--- src/hdl/branch_pkg.sv ---
`default_nettype none

package branch_pkg;

	localparam int xlen      = 32;
	localparam int prf_len   = 6;
	localparam int rob_len   = 5;
	localparam int lht_len   = 4; // log2 of local history entries
	localparam int lhist_len = 4;
	localparam int ghist_len = 6; // also the gshare index width

	localparam int lht_size = 1 << lht_len;
	localparam int lpt_size = 1 << lhist_len; // one counter per history pattern
	localparam int gpt_size = 1 << ghist_len;

	typedef logic [xlen-1:0]      word_t;
	typedef logic [prf_len-1:0]   preg_idx_t;
	typedef logic [rob_len-1:0]   rob_idx_t;
	typedef logic [2:0]           br_func_t; // funct3 of the branch
	typedef logic [lhist_len-1:0] lhist_t;
	typedef logic [ghist_len-1:0] ghist_t;
	typedef logic [1:0]           ctr_t;

	localparam ctr_t ctr_init = 2'b01; // weakly not taken

	typedef struct packed {
		word_t     pc;
		word_t     opa_value;
		word_t     opb_value;
		word_t     offset;
		br_func_t  branch_func;
		logic      cond_branch;
		logic      uncond_branch; // jal or jalr
		logic      is_jalr;
		preg_idx_t dest_preg_idx;
		rob_idx_t  rob_idx;
		word_t     pred_target_pc;
		logic      local_pred_direction;
		logic      global_pred_direction;
	} rs_branch_packet_t;

	typedef struct packed {
		logic      direction; // 1 taken
		word_t     target_pc;
		preg_idx_t prf_idx;
		word_t     value; // link value
		rob_idx_t  rob_idx;
		logic      mis_pred;
		logic      local_pred_direction;
		logic      global_pred_direction;
		word_t     pc;
	} br_result_t;

endpackage

`default_nettype wire

--- src/hdl/brcond.sv ---
`timescale 1ns/100ps
`default_nettype none

module brcond (
	input  branch_pkg::word_t    rs1,
	input  branch_pkg::word_t    rs2,
	input  branch_pkg::br_func_t branch_func,
	output logic                 cond
);

	logic signed_lt;
	logic unsigned_lt;

	assign signed_lt   = $signed(rs1) < $signed(rs2);
	assign unsigned_lt = rs1 < rs2;

	always_comb begin
		cond = 1'b0; // 010 and 011 are not branches
		case (branch_func)
			3'b000: cond = rs1 == rs2; // beq
			3'b001: cond = rs1 != rs2; // bne
			3'b100: cond = signed_lt; // blt
			3'b101: cond = !signed_lt; // bge
			3'b110: cond = unsigned_lt; // bltu
			3'b111: cond = !unsigned_lt; // bgeu
			default: cond = 1'b0;
		endcase
	end

endmodule

`default_nettype wire

--- src/hdl/branch_unit.sv ---
`timescale 1ns/100ps
`default_nettype none

module branch_unit (
	input  branch_pkg::rs_branch_packet_t rs_branch_packet,
	output branch_pkg::br_result_t        br_result
);

	logic              br_cond;
	logic              direction;
	branch_pkg::word_t link_pc;
	branch_pkg::word_t target_pc;

	brcond brcond_i (
		.rs1         (rs_branch_packet.opa_value),
		.rs2         (rs_branch_packet.opb_value),
		.branch_func (rs_branch_packet.branch_func),
		.cond        (br_cond)
	);

	assign link_pc   = rs_branch_packet.pc + 32'd4;
	assign direction = rs_branch_packet.uncond_branch ? 1'b1 : br_cond; // jumps always taken

	always_comb begin
		if (!direction) begin
			target_pc = link_pc; // fall through
		end else if (rs_branch_packet.is_jalr) begin
			target_pc = rs_branch_packet.opa_value + rs_branch_packet.offset;
		end else begin
			target_pc = rs_branch_packet.pc + rs_branch_packet.offset;
		end
	end

	always_comb begin
		br_result.direction = direction;
		br_result.target_pc = target_pc;
		br_result.prf_idx   = rs_branch_packet.dest_preg_idx;
		// only jumps write a link register
		br_result.value     = rs_branch_packet.uncond_branch ? link_pc : '0;
		br_result.rob_idx   = rs_branch_packet.rob_idx;
		br_result.mis_pred  = rs_branch_packet.pred_target_pc != target_pc;
		br_result.local_pred_direction  = rs_branch_packet.local_pred_direction;
		br_result.global_pred_direction = rs_branch_packet.global_pred_direction;
		br_result.pc        = rs_branch_packet.pc;
	end

endmodule

`default_nettype wire

--- src/hdl/branch_result_reg.sv ---
`timescale 1ns/100ps
`default_nettype none

module branch_result_reg (
	input  logic                   clock,
	input  logic                   rst_n,
	input  logic                   branch_enable,
	input  logic                   cond_branch,
	input  branch_pkg::br_result_t br_result_in,
	output logic                   br_valid,
	output logic                   br_train,
	output branch_pkg::br_result_t br_result
);

	always_ff @(posedge clock or negedge rst_n) begin
		if (!rst_n) begin
			br_valid <= 1'b0;
			br_train <= 1'b0;
		end else begin
			br_valid <= branch_enable; // one cycle broadcast
			br_train <= branch_enable && cond_branch; // jumps don't train
		end
	end

	always_ff @(posedge clock) begin
		if (branch_enable) begin
			br_result <= br_result_in;
		end
	end

	// consumers sample the payload in the valid cycle only
	result_known_when_valid: assert property (
		@(posedge clock) disable iff (!rst_n)
		br_valid |-> !$isunknown(br_result)
	);

endmodule

`default_nettype wire

--- src/hdl/branch_predictor.sv ---
`timescale 1ns/100ps
`default_nettype none

module branch_predictor (
	input  logic              clock,
	input  logic              rst_n,
	input  branch_pkg::word_t fetch_pc,
	output logic              local_pred_taken,
	output logic              global_pred_taken,
	input  logic              train,
	input  branch_pkg::word_t train_pc,
	input  logic              train_taken
);

	branch_pkg::lhist_t lht [branch_pkg::lht_size]; // per-pc local history
	branch_pkg::ctr_t   lpt [branch_pkg::lpt_size]; // local pattern counters
	branch_pkg::ctr_t   gpt [branch_pkg::gpt_size]; // gshare counters
	branch_pkg::ghist_t ghist;

	logic [branch_pkg::lht_len-1:0] fetch_lht_idx;
	logic [branch_pkg::lht_len-1:0] train_lht_idx;
	branch_pkg::lhist_t             fetch_lhist;
	branch_pkg::lhist_t             train_lhist;
	branch_pkg::ghist_t             fetch_g_idx;
	branch_pkg::ghist_t             train_g_idx;

	function automatic branch_pkg::ctr_t ctr_next(
		input branch_pkg::ctr_t ctr,
		input logic             taken
	);
		ctr_next = ctr;
		if (taken && ctr != 2'b11) begin
			ctr_next = ctr + 2'd1;
		end else if (!taken && ctr != 2'b00) begin
			ctr_next = ctr - 2'd1;
		end
	endfunction

	// word aligned pc bits, the two low bits are always zero
	assign fetch_lht_idx = fetch_pc[branch_pkg::lht_len+1:2];
	assign train_lht_idx = train_pc[branch_pkg::lht_len+1:2];

	assign fetch_lhist = lht[fetch_lht_idx];
	assign train_lhist = lht[train_lht_idx];

	assign fetch_g_idx = fetch_pc[branch_pkg::ghist_len+1:2] ^ ghist;
	assign train_g_idx = train_pc[branch_pkg::ghist_len+1:2] ^ ghist;

	assign local_pred_taken  = lpt[fetch_lhist][1]; // msb is the prediction
	assign global_pred_taken = gpt[fetch_g_idx][1];

	always_ff @(posedge clock or negedge rst_n) begin
		if (!rst_n) begin
			for (int i = 0; i < branch_pkg::lht_size; i++) begin
				lht[i] <= '0;
			end
			for (int i = 0; i < branch_pkg::lpt_size; i++) begin
				lpt[i] <= branch_pkg::ctr_init;
			end
			for (int i = 0; i < branch_pkg::gpt_size; i++) begin
				gpt[i] <= branch_pkg::ctr_init;
			end
			ghist <= '0;
		end else if (train) begin
			// counter is picked by the history before this outcome
			lpt[train_lhist] <= ctr_next(lpt[train_lhist], train_taken);
			lht[train_lht_idx] <= {train_lhist[branch_pkg::lhist_len-2:0], train_taken};
			gpt[train_g_idx] <= ctr_next(gpt[train_g_idx], train_taken);
			ghist <= {ghist[branch_pkg::ghist_len-2:0], train_taken};
		end
	end

	// an X strobe here would corrupt every table entry it touches
	train_known: assert property (
		@(posedge clock) disable iff (!rst_n)
		!$isunknown(train)
	);

endmodule

`default_nettype wire

--- src/hdl/branch_exec.sv ---
`timescale 1ns/100ps
`default_nettype none

module branch_exec (
	input  logic                          clock,
	input  logic                          rst_n,
	input  logic                          branch_enable,
	input  branch_pkg::rs_branch_packet_t rs_branch_packet,
	input  branch_pkg::word_t             fetch_pc,
	output logic                          br_valid,
	output branch_pkg::br_result_t        br_result,
	output logic                          local_pred_taken,
	output logic                          global_pred_taken
);

	branch_pkg::br_result_t br_result_comb; // unregistered resolution
	logic                   br_train;

	branch_unit branch_unit_i (
		.rs_branch_packet (rs_branch_packet),
		.br_result        (br_result_comb)
	);

	branch_result_reg branch_result_reg_i (
		.clock         (clock),
		.rst_n         (rst_n),
		.branch_enable (branch_enable),
		.cond_branch   (rs_branch_packet.cond_branch),
		.br_result_in  (br_result_comb),
		.br_valid      (br_valid),
		.br_train      (br_train),
		.br_result     (br_result)
	);

	// trains from the registered outcome, one cycle after issue
	branch_predictor branch_predictor_i (
		.clock             (clock),
		.rst_n             (rst_n),
		.fetch_pc          (fetch_pc),
		.local_pred_taken  (local_pred_taken),
		.global_pred_taken (global_pred_taken),
		.train             (br_train),
		.train_pc          (br_result.pc),
		.train_taken       (br_result.direction)
	);

endmodule

`default_nettype wire

--- config.mk ---
export PLATFORM = sky130hd
export DESIGN_NAME = branch_exec
export DESIGN_NICKNAME = d
export VERILOG_FILES = /design/src/hdl/branch_pkg.sv /design/src/hdl/brcond.sv /design/src/hdl/branch_unit.sv /design/src/hdl/branch_result_reg.sv /design/src/hdl/branch_predictor.sv /design/src/hdl/branch_exec.sv
export SDC_FILE = /design/constraint.sdc
export NUM_CORES = 1
export LEC_CHECK = 0
export ABC_AREA = 1
export BUFFER_PORTS_ARGS = -buffer_cell sky130_fd_sc_hd__buf_2
export CAP_MARGIN = 20
export CORE_MARGIN = 3
export CORE_UTILIZATION = 50
export CTS_BUF_LIST = sky130_fd_sc_hd__clkbuf_2 sky130_fd_sc_hd__clkbuf_4 sky130_fd_sc_hd__clkbuf_8
export DETAILED_ROUTE_END_ITERATION = 8
export PLACE_DENSITY = 0.72
export SKIP_LAST_GASP = 1
export SLEW_MARGIN = 15
export SYNTH_ARGS = -nofsm -noshare
export SYNTH_HDL_FRONTEND = slang
export SYNTH_SLANG_ARGS = --single-unit
export TNS_END_PERCENT = 30
--- constraint.sdc ---
create_clock -name clock -period 3.5 [get_ports clock]
set_clock_uncertainty 0.05 [all_clocks]
set_input_delay 0.35 -clock clock [delete_from_list [all_inputs] [get_ports clock]]
set_output_delay 0.35 -clock clock [all_outputs]
set_load 0.01 [all_outputs]
==> out/summary.json <==
{
  "crit_slowest_cell": {"value": "sky130_fd_sc_hd__dfrtp_1"},
  "detailedPlace.worstSlack": {"value": -0.256, "unit": "ns"},
  "setup_tns": {"value": 0, "unit": "ns"},
  "synth.ff_latch_count": {"value": 343},
  "grt_setup_unrepaired": {"value": "yes"},
  "viasPerCell": {"value": 5.53},
  "fp.dieH": {"value": 211, "unit": "um"},
  "drcViolationCount": {"value": 0},
  "synth.distinct_cells": {"value": 65},
  "multi_input_area": {"value": 10400, "unit": "um2"},
  "cp_num_buf_inv": {"value": 3},
  "synth.mux.area_fraction": {"value": 0.579, "unit": "%"},
  "sequential_fraction_of_the_synthesis_area": {"value": 44.1, "unit": "%"},
  "post_synth_xor_area_fraction": {"value": 2.81, "unit": "%"},
  "critPathMostFrequentCell": {"value": "sky130_fd_sc_hd__o21ai_0"},
  "ctsHtreeMaxLevel": {"value": 2},
  "postSynth.asyncResetShare": {"value": 67.6, "unit": "%"},
  "synth_top_family_by_area": {"value": "simple AND/OR/NAND/NOR gates"},
  "endpoint_kind_of_the_worst_setup_timing_path": {"value": "output pin"},
  "endpoint_of_the_worst_setup_timing_path": {"value": "global_pred_taken"},
  "fmax": {"value": 0.289, "unit": "GHz"},
  "synth-simple-area-share": {"value": 23.8, "unit": "%"},
  "min_period_over_period": {"value": 98.8, "unit": "%"},
  "start_util": {"value": 51.0, "unit": "%"},
  "postSynthNetCount": {"value": 2987},
  "antenna_violations_before_repair": {"value": 9},
  "placed_cell_area": {"value": 25100, "unit": "um2"},
  "count_of_max_cap_constraint_violations": {"value": 0},
  "worstSkewPairLatency": {"value": 0.68, "unit": "ns"},
  "clock_tree.buffer_depth": {"value": 3},
  "final-max-slew-violation-count": {"value": 0},
  "hpwlAfterDp": {"value": 59400, "unit": "um"},
  "fillerInstances": {"value": 3501},
  "final.min_clock_period": {"value": 3.46, "unit": "ns"},
  "average_footprint_of_a_synthesized_cell": {"value": 7.75, "unit": "um2"},
  "cp_top_family": {"value": "compound AO/OA/AOI/OAI gates"},
  "first_global_vias": {"value": 21500},
  "area_share_of_fa_ha_maj_cells_after_synthesis": {"value": 4.15, "unit": "%"},
  "top_level_ports": {"value": 328},
  "cp_cell_sequence": {"value": "inv_1 -> nand2_1 -> nand2_1 -> buf_6 -> o21ai_0 -> o221ai_1 -> o31ai_1 -> o21ai_1 -> o21ai_0 -> o21ai_0 -> buf_2"},
  "drt_first_iter_violations": {"value": 1824},
  "worst-path-stages": {"value": 11},
  "synth_edf_count": {"value": 111},
  "detail_route.wirelength": {"value": 79400, "unit": "um"},
  "reg2reg_from": {"value": "branch_result_reg_i.br_result[2]"},
  "cts_tree": {"value": "yes"},
  "cp_data_required_time": {"value": 3.10, "unit": "ns"},
  "detailed_routing_iterations_pass_1": {"value": 6},
  "cts_made_buffers": {"value": 58},
  "syn-instance-count": {"value": 2704},
  "floorplan.core_area": {"value": 41100, "unit": "um2"},
  "ff_latch_area": {"value": 9240, "unit": "um2"},
  "vdd_ir_max": {"value": 0.000455, "unit": "V"},
  "critical_path.max_fanout": {"value": 31},
  "synth_top_area_share": {"value": 18.1, "unit": "%"},
  "grt_overflow": {"value": 0},
  "grt_use_total": {"value": 34.6, "unit": "%"},
  "worst_path_largest_cell_delay": {"value": 0.41, "unit": "ns"},
  "critPathLaunchType": {"value": "register"},
  "internal_reg_to_reg_setup_slack": {"value": 0.07, "unit": "ns"},
  "setup.worst_path.start": {"value": "branch_predictor_i.ghist[0]"},
  "timing.hold.worst.class": {"value": "in -> reg"},
  "clock-sinks": {"value": 343},
  "status": {"value": "finished, final reports clean"},
  "synth_top_area_cell": {"value": "sky130_fd_sc_hd__dfrtp_1"},
  "num_rows": {"value": 74},
  "io_buffer_count": {"value": 301},
  "wire_length_of_the_first_global_routing_pass": {"value": 119000, "unit": "um"},
  "critical_path_class": {"value": "reg -> out"},
  "worst-slew-pin-transition": {"value": 0.953, "unit": "ns"},
  "report.final.hold_viol_count": {"value": 0},
  "final_net_count": {"value": 3641},
  "chipWidth": {"value": 211, "unit": "um"},
  "ys_top_cells_by_area": {"value": "sky130_fd_sc_hd__dfrtp_1 18%, sky130_fd_sc_hd__edfxtp_1 16%, sky130_fd_sc_hd__nand2_1 11%, sky130_fd_sc_hd__dfstp_2 10%, sky130_fd_sc_hd__nor2_1 6.6%"},
  "lkg_pwr": {"value": 13.0, "unit": "nW"},
  "final_area": {"value": 27900, "unit": "um2"},
  "synth_warn": {"value": 0},
  "area_delta_synth_final": {"value": 33.0, "unit": "%"},
  "wire_per_inst": {"value": 20.1, "unit": "um"},
  "power-per-cell-area": {"value": 623, "unit": "nW/um2"},
  "setup_viol": {"value": 0},
  "antenna_left": {"value": 0},
  "drive_above_1_share": {"value": 28.8, "unit": "%"},
  "clock-root-buffer": {"value": "sky130_fd_sc_hd__clkbuf_8"},
  "placer_congestion": {"value": 1.01},
  "slew_headroom": {"value": 36.4, "unit": "%"},
  "critical_path_arrival": {"value": 3.06, "unit": "ns"},
  "vias": {"value": 21800},
  "reg2reg_to": {"value": "branch_predictor_i.gpt[42]"},
  "worst_r2r_path_depth": {"value": 23},
  "clk_pin_slew_worst_setup_hold_paths": {"value": 0.07, "unit": "ns"},
  "yosys_most_used_dff": {"value": "sky130_fd_sc_hd__dfrtp_1"},
  "die_area": {"value": 44400, "unit": "um2"},
  "post_synth_instance_area": {"value": 21000, "unit": "um2"},
  "final_critical_path_setup_slack": {"value": 0.0407, "unit": "ns"},
  "synth-compound-area-share": {"value": 16.1, "unit": "%"},
  "grt_max_degree": {"value": 104}
}
==> stage by stage <==
stage | hold slack (ns) | util, % | instances | power (W)
global route | 0.0521 | 67.8 | 3940 | 0.0183
detailed placement | 0.392 | 61.0 | 3746 | 0.0121
CTS | 0.00873 | 65.4 | 3906 | 0.0162
finish | 0.0669 | 67.8 | 3945 | 0.0174
global placement | 0.382 | 61.0 | 3746 | 0.0119
floorplan | 0.00441 | - | 2704 | 0.00953
==> routing by layer <==
| layer | routed length [um] | up-vias | track usage (%) |
|---|---|---|---|
| li1 | - | 10300 | - |
| met1 | 30600 | 10200 | 43.0 |
| met2 | 37900 | 1023 | 59.0 |
| met3 | 6600 | 245 | 6.58 |
| met4 | 4170 | 8 | 14.9 |
| met5 | 67 | - | 0 |
==> power breakdown <==
group / switching, W / leakage [nW] / internal (W)
combinational: 0.00406 / 8.42 / 0.00300
sequential: 0.000800 / 3.90 / 0.00553
clock: 0.00175 / 0.689 / 0.00223
total: 0.00661 / 13.0 / 0.0108
==> registers in the layout, indices dropped and copies added (netlist names) <==
register	flops
branch_predictor_i.gpt	128
branch_result_reg_i.br_valid	1
branch_predictor_i.lpt	32
branch_result_reg_i.br_result	111
branch_predictor_i.lht	64
branch_predictor_i.ghist	6
branch_result_reg_i.br_train	1
==> cell type report <==
cell class | count | area share (%)
Inverter | 355 | 4.97
Clock buffer | 88 | 3.92
Antenna cell | 5 | 0.0449
Timing Repair Buffer | 671 | 17.3
Timing Repair inverter | 1 | 0.0269
Tap cell | 532 | 2.39
Sequential cell | 343 | 33.1
Clock inverter | 22 | 0.731
Multi-Input combinational cell | 1928 | 37.5
==> tightest hold or removal path: stages <==
cell and delay [ns]:
sky130_fd_sc_hd__buf_2 0.09, sky130_fd_sc_hd__xnor2_1 0.06, sky130_fd_sc_hd__nand3_1 0.07, sky130_fd_sc_hd__nor2_1 0.05, sky130_fd_sc_hd__nand3_1 0.07
==> kinds of logic (layout without fill, tap and decap cells) <==
kind of cell / after synthesis / after routing
simple gates: 1191 / 1191
xor+xnor: 60 / 60
other cells: 0 / 5
buf+inv: 433 / 1137
compound gates: 597 / 597
fa+ha+maj: 69 / 69
flops: 343 / 343
mux: 11 / 11
==> how the worst min path moves through the flow <==
stage,depth (start not counted),to,start,slack [ns]
2_1_floorplan,0,branch_predictor_i.ghist[0],rst_n,0.004
3_3_place_gp,1,branch_predictor_i.gpt[47],rst_n,0.38
3_5_place_dp,1,branch_predictor_i.gpt[47],rst_n,0.39
4_1_cts,5,branch_result_reg_i.br_result[34],rs_branch_packet[30],0.009
5_1_grt,5,branch_result_reg_i.br_result[34],rs_branch_packet[30],0.05
6_report,5,branch_result_reg_i.br_result[34],rs_branch_packet[32],0.07
==> cells in the mapped netlist (all sizes together) (2+ instances only) <==
| library cell | n |
|---|---|
| mux2 | 9 |
| xnor2 | 19 |
| a22oi | 23 |
| nand2 | 597 |
| o21a | 4 |
| dfrtp | 152 |
| nand3b | 19 |
| nand3 | 122 |
| buf | 45 |
| xor2 | 41 |
| clkbuf | 33 |
| nor4 | 10 |
| mux2i | 2 |
| o311ai | 4 |
| edfxtp | 111 |
| inv | 354 |
| nor3b | 2 |
| a21oi | 183 |
| a221o | 4 |
| o2111ai | 4 |
| a21o | 4 |
| o211ai | 12 |
| or2 | 13 |
| ha | 68 |
| nor2 | 378 |
| o221ai | 10 |
| o21ai | 282 |
| nand4 | 28 |
| nor3 | 22 |
| a221oi | 15 |
| dfstp | 80 |
| o22ai | 42 |
==> repair_timing <==
action	4_1_cts	5_1_grt
hold buffers	47	0
cloned	0	9
pin swaps	2	50
buffers inserted	3	25
endpoints found under the hold margin	116	0
gates resized for setup	12	187
endpoints found under the setup margin	92	163
==> cells in the final DEF (no fill, tap or decap), types with 10 or more instances in the layout <==
master                          netlist  layout
sky130_fd_sc_hd__buf_2               23     299
sky130_fd_sc_hd__clkinv_2             0      10
sky130_fd_sc_hd__nor4_1              10      10
sky130_fd_sc_hd__buf_6               14      21
sky130_fd_sc_hd__nor2_4               5      15
sky130_fd_sc_hd__nand4_1             28      28
sky130_fd_sc_hd__o21ai_2              2      19
sky130_fd_sc_hd__o211ai_1            11      11
sky130_fd_sc_hd__nand3b_1            19      19
sky130_fd_sc_hd__nor3_1              21      20
sky130_fd_sc_hd__inv_1              337     328
sky130_fd_sc_hd__o221ai_1            10      10
sky130_fd_sc_hd__dfrtp_1            152     152
sky130_fd_sc_hd__a21oi_2             10      25
sky130_fd_sc_hd__o22ai_1             42      40
sky130_fd_sc_hd__dlygate4sd3_1        0      47
sky130_fd_sc_hd__nand2_2              5      17
sky130_fd_sc_hd__dfstp_2             80      80
sky130_fd_sc_hd__buf_12               0      18
sky130_fd_sc_hd__o21ai_0            198     166
sky130_fd_sc_hd__nand3_1            116     113
sky130_fd_sc_hd__a22oi_1             23      19
sky130_fd_sc_hd__ha_1                68      64
sky130_fd_sc_hd__nor2_1             371     357
sky130_fd_sc_hd__nand2_1            589     574
sky130_fd_sc_hd__inv_2               15      14
sky130_fd_sc_hd__a21oi_1            173     155
sky130_fd_sc_hd__edfxtp_1           111     111
sky130_fd_sc_hd__xor2_1              40      40
sky130_fd_sc_hd__clkbuf_8             0      69
sky130_fd_sc_hd__buf_4                4     276
sky130_fd_sc_hd__xnor2_1             16      15
sky130_fd_sc_hd__clkbuf_4             0      19
sky130_fd_sc_hd__o21ai_1             82      97
Note: power is estimated with default switching activity, not from simulation.
